===== config.mk =====
export PLATFORM = sky130hd
export DESIGN_NAME = blit_addr_unit
export DESIGN_NICKNAME = d
export VERILOG_FILES = /design/src/design/blit_pkg.sv /design/src/design/frac_accum.sv /design/src/design/int_pos_adder.sv /design/src/design/addr_compose.sv /design/src/design/blit_addr_unit.sv
export SDC_FILE = /design/constraint.sdc
export NUM_CORES = 1
export LEC_CHECK = 0
export ABC_AREA = 0
export BUFFER_PORTS_ARGS = -buffer_cell sky130_fd_sc_hd__buf_2
export CORE_ASPECT_RATIO = 0.75
export CORE_MARGIN = 10
export CORE_UTILIZATION = 60
export DETAILED_ROUTE_END_ITERATION = 10
export PLACE_DENSITY = 0.83
export SYNTH_ARGS = -nofsm -noshare
export SYNTH_HDL_FRONTEND = slang
export SYNTH_SLANG_ARGS = --single-unit

===== constraint.sdc =====
create_clock -name sys_clk -period 9.7 [get_ports sys_clk]
set_input_delay 2.425 -clock sys_clk [delete_from_list [all_inputs] [get_ports sys_clk]]
set_output_delay 2.425 -clock sys_clk [all_outputs]
set_load 0.03 [all_outputs]

===== src/design/blit_pkg.sv =====
// Blitter address unit shared definitions
// Default widths and the vector types for pixel positions, fractions,
// linear addresses, window width and the phrase-mask selector

package blit_pkg;

	// Integer pixel coordinate width
	parameter int POS_W = 16;

	// Fraction part width
	parameter int FRAC_W = 16;

	// Linear pixel address width
	parameter int ADDR_W = 24;

	// Window width value, in pixels
	parameter int WIDTH_W = 12;

	// One integer coordinate or integer increment
	typedef logic [POS_W-1:0] pos_t;

	// One fraction or fraction increment
	typedef logic [FRAC_W-1:0] frac_t;

	// Memory address
	typedef logic [ADDR_W-1:0] addr_t;

	// Window width in pixels
	typedef logic [WIDTH_W-1:0] width_t;

	// Phrase mask select, 1 to 6 clears that many low X bits
	typedef logic [2:0] modx_t;

endpackage


===== src/design/frac_accum.sv =====
// Fraction accumulators for the blitter address unit
// Keeps the X and Y fraction parts and registers the carry or borrow
// of each step, which feeds the integer adder on the next step

`timescale 1ns/1ps

module frac_accum #(
	parameter int FRAC_W = blit_pkg::FRAC_W
) (
	input  logic            sys_clk,
	input  logic            arst_n,
	input  logic            load,
	input  logic            step,
	input  logic            frac_en,
	input  logic            sub_x,
	input  logic            sub_y,
	input  blit_pkg::frac_t frac_start_x,
	input  blit_pkg::frac_t frac_start_y,
	input  blit_pkg::frac_t frac_inc_x,
	input  blit_pkg::frac_t frac_inc_y,
	output logic            carry_x,
	output logic            carry_y
);

	// Current fractions
	logic [FRAC_W-1:0] frac_x;
	logic [FRAC_W-1:0] frac_y;

	// One-bit-wider step results, top bit is carry or borrow
	logic [FRAC_W:0] next_x;
	logic [FRAC_W:0] next_y;

	// Add or subtract one axis, zero-extended so bit FRAC_W
	// comes out as overflow on add and borrow on subtract
	function automatic logic [FRAC_W:0] frac_step(
		input logic [FRAC_W-1:0] frac,
		input logic [FRAC_W-1:0] inc,
		input logic              sub
	);
		logic [FRAC_W:0] res;
		if (sub) begin
			res = {1'b0, frac} - {1'b0, inc};
		end else begin
			res = {1'b0, frac} + {1'b0, inc};
		end
		return res;
	endfunction

	assign next_x = frac_step(frac_x, frac_inc_x, sub_x);
	assign next_y = frac_step(frac_y, frac_inc_y, sub_y);

	always_ff @(posedge sys_clk or negedge arst_n) begin
		if (!arst_n) begin
			frac_x  <= '0;
			frac_y  <= '0;
			carry_x <= 1'b0;
			carry_y <= 1'b0;
		end else if (load) begin
			// Load wins over step and drops any pending carry
			frac_x  <= frac_start_x;
			frac_y  <= frac_start_y;
			carry_x <= 1'b0;
			carry_y <= 1'b0;
		end else if (step) begin
			frac_x  <= next_x[FRAC_W-1:0];
			frac_y  <= next_y[FRAC_W-1:0];
			// Carry only passes on when fractions are enabled
			carry_x <= next_x[FRAC_W] & frac_en;
			carry_y <= next_y[FRAC_W] & frac_en;
		end
	end

endmodule


===== src/design/int_pos_adder.sv =====
// Integer position adder for the blitter address unit
// Adds or subtracts the X and Y increments with the registered fraction
// carry as carry-in, then aligns X to a phrase by masking its low bits

`timescale 1ns/1ps

module int_pos_adder #(
	parameter int POS_W = blit_pkg::POS_W
) (
	input  logic            sys_clk,
	input  logic            arst_n,
	input  logic            load,
	input  logic            step,
	input  logic            sub_x,
	input  logic            sub_y,
	input  logic            carry_x,
	input  logic            carry_y,
	input  blit_pkg::modx_t modx,
	input  blit_pkg::pos_t  start_x,
	input  blit_pkg::pos_t  start_y,
	input  blit_pkg::pos_t  inc_x,
	input  blit_pkg::pos_t  inc_y,
	output blit_pkg::pos_t  pos_x,
	output blit_pkg::pos_t  pos_y,
	output logic            pos_strobe
);

	// Raw step results before masking
	logic [POS_W-1:0] sum_x;
	logic [POS_W-1:0] sum_y;

	// X after phrase alignment
	logic [POS_W-1:0] masked_x;

	// One-hot of modx, bit 7 falls off so modx 7 gives no mask
	logic [6:0] mask_hot;

	// Thermometer of low X bits to clear
	logic [5:0] clr_bits;

	// One axis of position plus or minus increment
	// Subtract inverts the increment and the carry-in, so
	// pos + ~inc + ~carry equals pos - inc - carry
	// The carry-in is split across both operand LSBs, which
	// turns the three-input add into a single two-input sum
	function automatic logic [POS_W-1:0] pos_step(
		input logic [POS_W-1:0] pos,
		input logic [POS_W-1:0] inc,
		input logic             sub,
		input logic             carry
	);
		logic             cin;
		logic [POS_W-1:0] inc_eff;
		logic [POS_W:0]   wide;
		cin     = carry ^ sub;
		inc_eff = sub ? ~inc : inc;
		wide    = {pos, cin} + {inc_eff, cin};
		return wide[POS_W:1];
	endfunction

	assign sum_x = pos_step(pos_x, inc_x, sub_x, carry_x);
	assign sum_y = pos_step(pos_y, inc_y, sub_y, carry_y);

	// Decode modx into a mask of the lowest modx bits
	always_comb begin
		mask_hot    = 7'd1 << modx;
		clr_bits[5] = mask_hot[6];
		for (int i = 4; i >= 0; i--) begin
			clr_bits[i] = mask_hot[i+1] | clr_bits[i+1];
		end
	end

	// Only X is aligned, upper bits pass untouched
	assign masked_x = sum_x & {{(POS_W-6){1'b1}}, ~clr_bits};

	always_ff @(posedge sys_clk or negedge arst_n) begin
		if (!arst_n) begin
			pos_x      <= '0;
			pos_y      <= '0;
			pos_strobe <= 1'b0;
		end else begin
			// Marks a fresh position for the address stage
			pos_strobe <= load | step;
			if (load) begin
				pos_x <= start_x;
				pos_y <= start_y;
			end else if (step) begin
				pos_x <= masked_x;
				pos_y <= sum_y;
			end
		end
	end

endmodule


===== src/design/addr_compose.sv =====
// Linear address composer for the blitter address unit
// Turns an X,Y pixel position into base + ((Y * width + X) << pix_shift)
// and registers it, with a one-cycle strobe, after each position update

`timescale 1ns/1ps

module addr_compose #(
	parameter int POS_W   = blit_pkg::POS_W,
	parameter int ADDR_W  = blit_pkg::ADDR_W,
	parameter int WIDTH_W = blit_pkg::WIDTH_W
) (
	input  logic             sys_clk,
	input  logic             arst_n,
	input  logic             pos_strobe,
	input  blit_pkg::pos_t   pos_x,
	input  blit_pkg::pos_t   pos_y,
	input  blit_pkg::addr_t  base,
	input  blit_pkg::width_t width,
	input  logic [2:0]       pix_shift,
	output blit_pkg::addr_t  addr,
	output logic             addr_strobe
);

	// Start of the row, full product width
	logic [POS_W+WIDTH_W-1:0] row_off;

	// Pixel index inside the window, one extra bit for the add
	logic [POS_W+WIDTH_W:0] pix_idx;

	// Pixel index scaled to bytes, wraps at ADDR_W
	logic [ADDR_W-1:0] byte_off;

	// Address ready to be captured
	logic [ADDR_W-1:0] next_addr;

	assign row_off = pos_y * width;
	assign pix_idx = row_off + pos_x;

	// Truncate before shifting, the result is modulo 2^ADDR_W anyway
	assign byte_off = ADDR_W'(pix_idx) << pix_shift;

	assign next_addr = base + byte_off;

	always_ff @(posedge sys_clk or negedge arst_n) begin
		if (!arst_n) begin
			addr        <= '0;
			addr_strobe <= 1'b0;
		end else begin
			addr_strobe <= pos_strobe;
			// Held between updates
			if (pos_strobe) begin
				addr <= next_addr;
			end
		end
	end

endmodule


===== src/design/blit_addr_unit.sv =====
// Blitter address unit top level
// Fraction accumulator, integer position adder and address composer
// for walking a 2-D pixel window one step at a time

`timescale 1ns/1ps

module blit_addr_unit #(
	parameter int POS_W   = blit_pkg::POS_W,
	parameter int FRAC_W  = blit_pkg::FRAC_W,
	parameter int ADDR_W  = blit_pkg::ADDR_W,
	parameter int WIDTH_W = blit_pkg::WIDTH_W
) (
	input  logic             sys_clk,
	input  logic             arst_n,
	// Control pulses
	input  logic             load,
	input  logic             step,
	// Start position
	input  blit_pkg::pos_t   start_x,
	input  blit_pkg::pos_t   start_y,
	input  blit_pkg::frac_t  frac_start_x,
	input  blit_pkg::frac_t  frac_start_y,
	// Per-step increments
	input  blit_pkg::pos_t   inc_x,
	input  blit_pkg::pos_t   inc_y,
	input  blit_pkg::frac_t  frac_inc_x,
	input  blit_pkg::frac_t  frac_inc_y,
	// Step mode
	input  logic             sub_x,
	input  logic             sub_y,
	input  logic             frac_en,
	input  blit_pkg::modx_t  modx,
	// Window layout
	input  blit_pkg::addr_t  base,
	input  blit_pkg::width_t width,
	input  logic [2:0]       pix_shift,
	// Results
	output blit_pkg::pos_t   pos_x,
	output blit_pkg::pos_t   pos_y,
	output logic             pos_strobe,
	output blit_pkg::addr_t  addr,
	output logic             addr_strobe
);

	// Registered fraction carries into the integer adder
	logic carry_x;
	logic carry_y;

	frac_accum #(
		.FRAC_W (FRAC_W)
	) u_frac_accum (
		.sys_clk      (sys_clk),
		.arst_n       (arst_n),
		.load         (load),
		.step         (step),
		.frac_en      (frac_en),
		.sub_x        (sub_x),
		.sub_y        (sub_y),
		.frac_start_x (frac_start_x),
		.frac_start_y (frac_start_y),
		.frac_inc_x   (frac_inc_x),
		.frac_inc_y   (frac_inc_y),
		.carry_x      (carry_x),
		.carry_y      (carry_y)
	);

	int_pos_adder #(
		.POS_W (POS_W)
	) u_int_pos_adder (
		.sys_clk    (sys_clk),
		.arst_n     (arst_n),
		.load       (load),
		.step       (step),
		.sub_x      (sub_x),
		.sub_y      (sub_y),
		.carry_x    (carry_x),
		.carry_y    (carry_y),
		.modx       (modx),
		.start_x    (start_x),
		.start_y    (start_y),
		.inc_x      (inc_x),
		.inc_y      (inc_y),
		.pos_x      (pos_x),
		.pos_y      (pos_y),
		.pos_strobe (pos_strobe)
	);

	// Position outputs also feed the address stage
	addr_compose #(
		.POS_W   (POS_W),
		.ADDR_W  (ADDR_W),
		.WIDTH_W (WIDTH_W)
	) u_addr_compose (
		.sys_clk     (sys_clk),
		.arst_n      (arst_n),
		.pos_strobe  (pos_strobe),
		.pos_x       (pos_x),
		.pos_y       (pos_y),
		.base        (base),
		.width       (width),
		.pix_shift   (pix_shift),
		.addr        (addr),
		.addr_strobe (addr_strobe)
	);

endmodule


[Yosys cells after proc, flatten, opt, wreduce, memory -nomap -nowiden]
Index checks and enable logic that the tools add are counted.
Word-level totals
  bits in registers: 92
  bits in latches: 0
  bits in writable memories: 0
  memory bits (read-only): 0
  input bits: 177
  output and inout bits: 58
  word-level logic and storage cells: 51
  memories: 0
Cells by class
  $add $sub $neg: 8
  multipliers: 1
  divide/modulo/power cells: 0
  order comparisons: 0
  eq/ne operators: 0
  shifts and indexed selects: 2
  mux-type cells: 16
  bitwise logic cells: 14
  reduce and logical (&&, ||, !) cells: 1
Operators by type and width (count)
  two-way mux 16 bit: 10
  adder 16 x 16 -> 17 bit: 2
  adder 17 bit: 2
  two-way mux 17 bit: 2
  subtractor 16 x 16 -> 17 bit: 2
  inverter 16 bit: 2
  adder 24 x 16 -> 24 bit: 1
  adder 24 bit: 1
  multiplier 16 x 12 -> 24 bit: 1
  << shifter 24 x 3 -> 24 bit: 1
  AND 16 bit: 1
  << shifter 1 x 3 -> 7 bit (first input constant): 1
  inverter 6 bit: 1
  bitwise OR 1 bit: 6
  two-way mux 1 bit: 4
  AND 1 bit: 2
  nonzero test 2 bit: 1
  XOR 1 bit: 2

[Depth between registers and ports, before layout]
  word-level depth: 10
  gate-level depth with buffers: 33
  depth with buffers taken out: 32

[Cells and area by module]
Synthesis repeated with hierarchy kept, for this count alone.
Second synthesis, totals
  cell total of the unflattened synthesis: 1932
  area total of the unflattened synthesis: 16309.4 sq um
By module, submodules not included
  addr_compose: instances 1, cells an instance 1084, area an instance 9263.9 sq um, seq. area each 625.6 sq um
  frac_accum: instances 1, cells an instance 459, area an instance 3712.3 sq um, seq. area each 850.8 sq um
  int_pos_adder: instances 1, cells an instance 389, area an instance 3333.2 sq um, seq. area each 825.8 sq um

[Worst setup path before layout]
No wires, ideal clock.
  kind: in2reg
  start point: input port width[3]
  end point: register u_addr_compose.addr[21]
  library setup time: 0.125 ns
  arrival: 9.305 ns
  required time: 9.575 ns
  slack: 0.270 ns
  stages: 29
  path buffers: 1
  cell sequence: clkbuf_1 nand2_1 fa_1 fa_1 fa_1 inv_1 fa_1 inv_1 fa_1 inv_1 ha_1 a211oi_2 o211ai_1 a21bo_2 a21o_2 a21oi_1 xnor2_1 mux4_2 mux2_2 ha_1 a21oi_1 nor2b_1 o21ai_0 nand2b_1 o21a_1 a2111oi_4 nor2_1 xor2_1 mux2_2
Between the ends
  word-level cells in the longest chain between the ends: 4
RTL lines
  from (decl): RTL line blit_addr_unit.sv:35  | input blit_pkg::width_t width,
  multiplier 16 x 12 -> 24 bit: RTL line addr_compose.sv:36  | assign row_off = pos_y * width;
  adder 24 x 16 -> 24 bit: RTL line addr_compose.sv:37  | assign pix_idx = row_off + pos_x;
  << shifter 24 x 3 -> 24 bit: RTL line addr_compose.sv:40  | assign byte_off = ADDR_W'(pix_idx) << pix_shift;
  adder 24 bit: RTL line addr_compose.sv:42  | assign next_addr = base + byte_off;
  to (signal assigned): RTL line addr_compose.sv:52  | addr <= next_addr;
  to (decl): RTL line addr_compose.sv:20  | output blit_pkg::addr_t addr,
Every way passes these cells.
A chain may end at the register's enable or synchronous reset.

[Worst setup path in the final report]
  start point: input port width[0]
  end point: register u_addr_compose.addr[23]
Same word-level chain as after synthesis.

==> flow_metrics.py <==
metrics = {
    "sta": {
        "slew_headroom_pct": 37.9,
        "post-route-period-util_pct": 95.8,
        "finalMaxSlewViolations": 0,
        "worst_slew_pin_slew_ps": 931,
        "finalSetupViolations": 0,
        "hold_violations": 0,
        "fin_skew_ps": 13.2,
        "rsz0062_at_grt": "yes",
        "min_period_ps": 9290,
        "fmax_mhz": 108,
        "holdWs_ps": 502,
    },
    "die": {
        "die-area_mm2": 0.0333,
        "initial_core_util_pct": 60.9,
        "coreArea_mm2": 0.0260,
        "die_h_um": 161,
        "fp-row-count": 51,
        "die_x_um": 207,
        "ios": 235,
    },
    "routing": {
        "via_per_inst": 5.76,
        "drt-pass1-iter-count": 7,
        "final_antenna_net_count": 0,
        "post_drt_wl_per_cell_um": 18.4,
        "drc": 0,
        "finalWirelength_um": 44900,
        "vias": 14095,
        "first_iter_violations": 924,
    },
    "status": {
        "run_status": "finished, final reports clean",
    },
    "clock_tree": {
        "cts_buffer_depth": 2,
        "clkLatencyLatePin_ps": 360,
        "cts_tree": "built",
        "clk_pin_slew_ps": 70,
        "htreeDepth": 3,
        "cts-hold-fix-buffers": 0,
        "cts-root-buf": "clkbuf_16",
        "cts_buffers": 9,
        "cts.sink_count": 92,
    },
    "synthesis": {
        "yosys.area_share.simple_pct": 16.9,
        "synth_nets": 2386,
        "yosysUniqueCellTypes": 71,
        "synth_async_sr_flop_share_pct": 100,
        "seq_area_frac_synth_pct": 14.6,
        "synth_area_mm2": 0.0158,
        "yosys_warnings": 0,
        "synthXorXnorAreaFrac_pct": 8.31,
        "synthFlopType": "dfrtp_1",
        "synth-adder-area-share_pct": 31.0,
        "avgSynthCellArea_um2": 8.28,
        "synthCells": 1910,
        "ys_ff_latch": 92,
        "synth_compound_area_share_pct": 15.3,
        "synth_top_family_by_area": "adder cells",
        "synth.mux.area_fraction_pct": 5.50,
        "synth-edff-count": 0,
    },
    "worst_setup_path": {
        "startpoint_type": "input pin",
        "cpMostUsedCell": "fa_1",
        "path_max_fanout": 10,
        "worst-setup-path-type": "in -> reg",
        "worstPathArrival_ps": 9530,
        "cp.required_ps": 9940,
        "slowest_stage": "fa_1",
        "cpPeakStageDelay_ps": 560,
        "cp-end-kind": "flip-flop",
    },
    "layout": {
        "regArea_mm2": 0.00230,
        "drive_above_1_share_pct": 15.5,
        "utilization_pct": 67.6,
        "mostFrequentLayoutCells": "277 x inv_1, 232 x buf_2, 212 x nand2_1, 155 x fa_1, 144 x ha_1",
        "nets": 2571,
        "final_common_cell": "inv_1",
        "multi_input_area_mm2": 0.0122,
        "layout-area-overhead-vs-synth_pct": 11.0,
        "nFillCells": 2149,
    },
    "grt": {
        "grt_use_total_pct": 26.9,
        "grt_pass1_vias": 15049,
        "grt_pass1_wl_um": 74800,
        "antenna_found_initial": 7,
        "overflow": 0,
        "grt_start_max_net_pins": 86,
    },
    "placed_design": {
        "hpwl_um": 36300,
        "io_buffers": 234,
        "gp_congestion": 0.978,
    },
    "hold_path": {
        "min_path_type": "reg -> reg",
    },
    "flow_run": {
        "drv_cap": 0,
    },
}
-- through the flow --
stage | setup TNS (ps) | std cells | cell area, um^2 | setup slack, ps
2_1_floorplan | 0 | 1910 | 15800 | 270
3_3_place_gp | 0 | 2428 | 17300 | 94.0
3_5_place_dp | -124 | 2428 | 17300 | -69.8
4_1_cts | 0 | 2444 | 17500 | 320
5_1_grt | -18.7 | 2444 | 17500 | -18.7
6_report | 0 | 2447 | 17600 | 406
-- sequential cells by signal (all words and copies together) (netlist names) --
| register | cells |
|---|---|
| u_frac_accum.carry_x | 1 |
| u_frac_accum.frac_y | 16 |
| u_frac_accum.carry_y | 1 |
| u_int_pos_adder.pos_x | 16 |
| u_addr_compose.addr_strobe | 1 |
| u_frac_accum.frac_x | 16 |
| u_addr_compose.addr | 24 |
| u_int_pos_adder.pos_strobe | 1 |
| u_int_pos_adder.pos_y | 16 |
-- worst max-delay path, delay by kind of cell --
kind	cells	cell delay, ps
adders and majority gates	7	3140
AOI/OAI and AO/OA	10	2050
muxes	3	850
and+or+nand+nor	4	460
buffers and inverters	5	350
xor gates and xnor gates	2	260
-- timing repair --
action                     CTS  global route
buffers inserted             0             0
resized for setup            0             2
setup endpoints to repair    0             3
-- cells by family after synthesis --
| group | count (synthesis) |
|---|---|
| AND/OR/NAND/NOR | 562 |
| buffers and inverters | 355 |
| AO/OA/AOI/OAI | 375 |
| multiplexers | 77 |
| adder cells (fa/ha/maj) | 299 |
| flip-flops | 92 |
| XOR/XNOR | 150 |
-- area by class of cell --
type | instances | area share (%)
Inverter | 278 | 5.94
Tap cell | 344 | 2.45
Antenna cell | 3 | 0.0428
Sequential cell | 92 | 13.1
Clock inverter | 7 | 0.321
Timing Repair Buffer | 251 | 7.43
Multi-Input combinational cell | 1463 | 69.4
Clock buffer | 9 | 1.28
-- metal layers --
layer / up-vias / routed length [um] / track usage (%)
met5: - / 52 / 0
met4: 8 / 913 / 7.02
met3: 84 / 3710 / 6.61
met2: 524 / 21900 / 46.4
met1: 6768 / 18400 / 32.9
li1: 6711 / - / -
-- Yosys cell counts (all sizes together), types with 28 or more instances --
| cell type | instances | share of area [%] |
|---|---|---|
| inv | 277 | 6.6 |
| nand2 | 212 | 5.0 |
| fa | 155 | 20 |
| ha | 144 | 11 |
| a21oi | 114 | 3.6 |
| nor2 | 102 | 2.4 |
| and2 | 100 | 4.0 |
| xnor2 | 98 | 5.4 |
| dfrtp | 92 | 15 |
| o21ai | 89 | 2.8 |
| clkbuf | 68 | 1.6 |
| xor2 | 52 | 2.9 |
| mux2i | 43 | 2.7 |
| nor3 | 42 | 1.3 |
| mux2 | 29 | 2.1 |
| nand3 | 28 | 0.89 |
-- path summary, 6_finish.rpt --
path / depth (start not counted) / slack (ps) / startpoint / to
worst max-delay path: 31 / 410 / width[0] / u_addr_compose.addr[23]$_DFFE_PN0P_
min in group asynchronous: 1 / 1950 / arst_n / u_addr_compose.addr[23]$_DFFE_PN0P_
worst max register to register: 29 / 1820 / u_int_pos_adder.pos_y[5]$_DFFE_PN0P_ / u_addr_compose.addr[23]$_DFFE_PN0P_
worst min register to register: 1 / 500 / u_addr_compose.addr[16]$_DFFE_PN0P_ / u_addr_compose.addr[16]$_DFFE_PN0P_
worst min-delay path: 1 / 500 / u_addr_compose.addr[16]$_DFFE_PN0P_ / u_addr_compose.addr[16]$_DFFE_PN0P_
max in group asynchronous: 2 / 6490 / arst_n / u_int_pos_adder.pos_y[2]$_DFFE_PN0P_
Power is left out: the tool's default activity adds up to more than one toggle a clock period on the data nets, which glitch-free logic cannot reach.
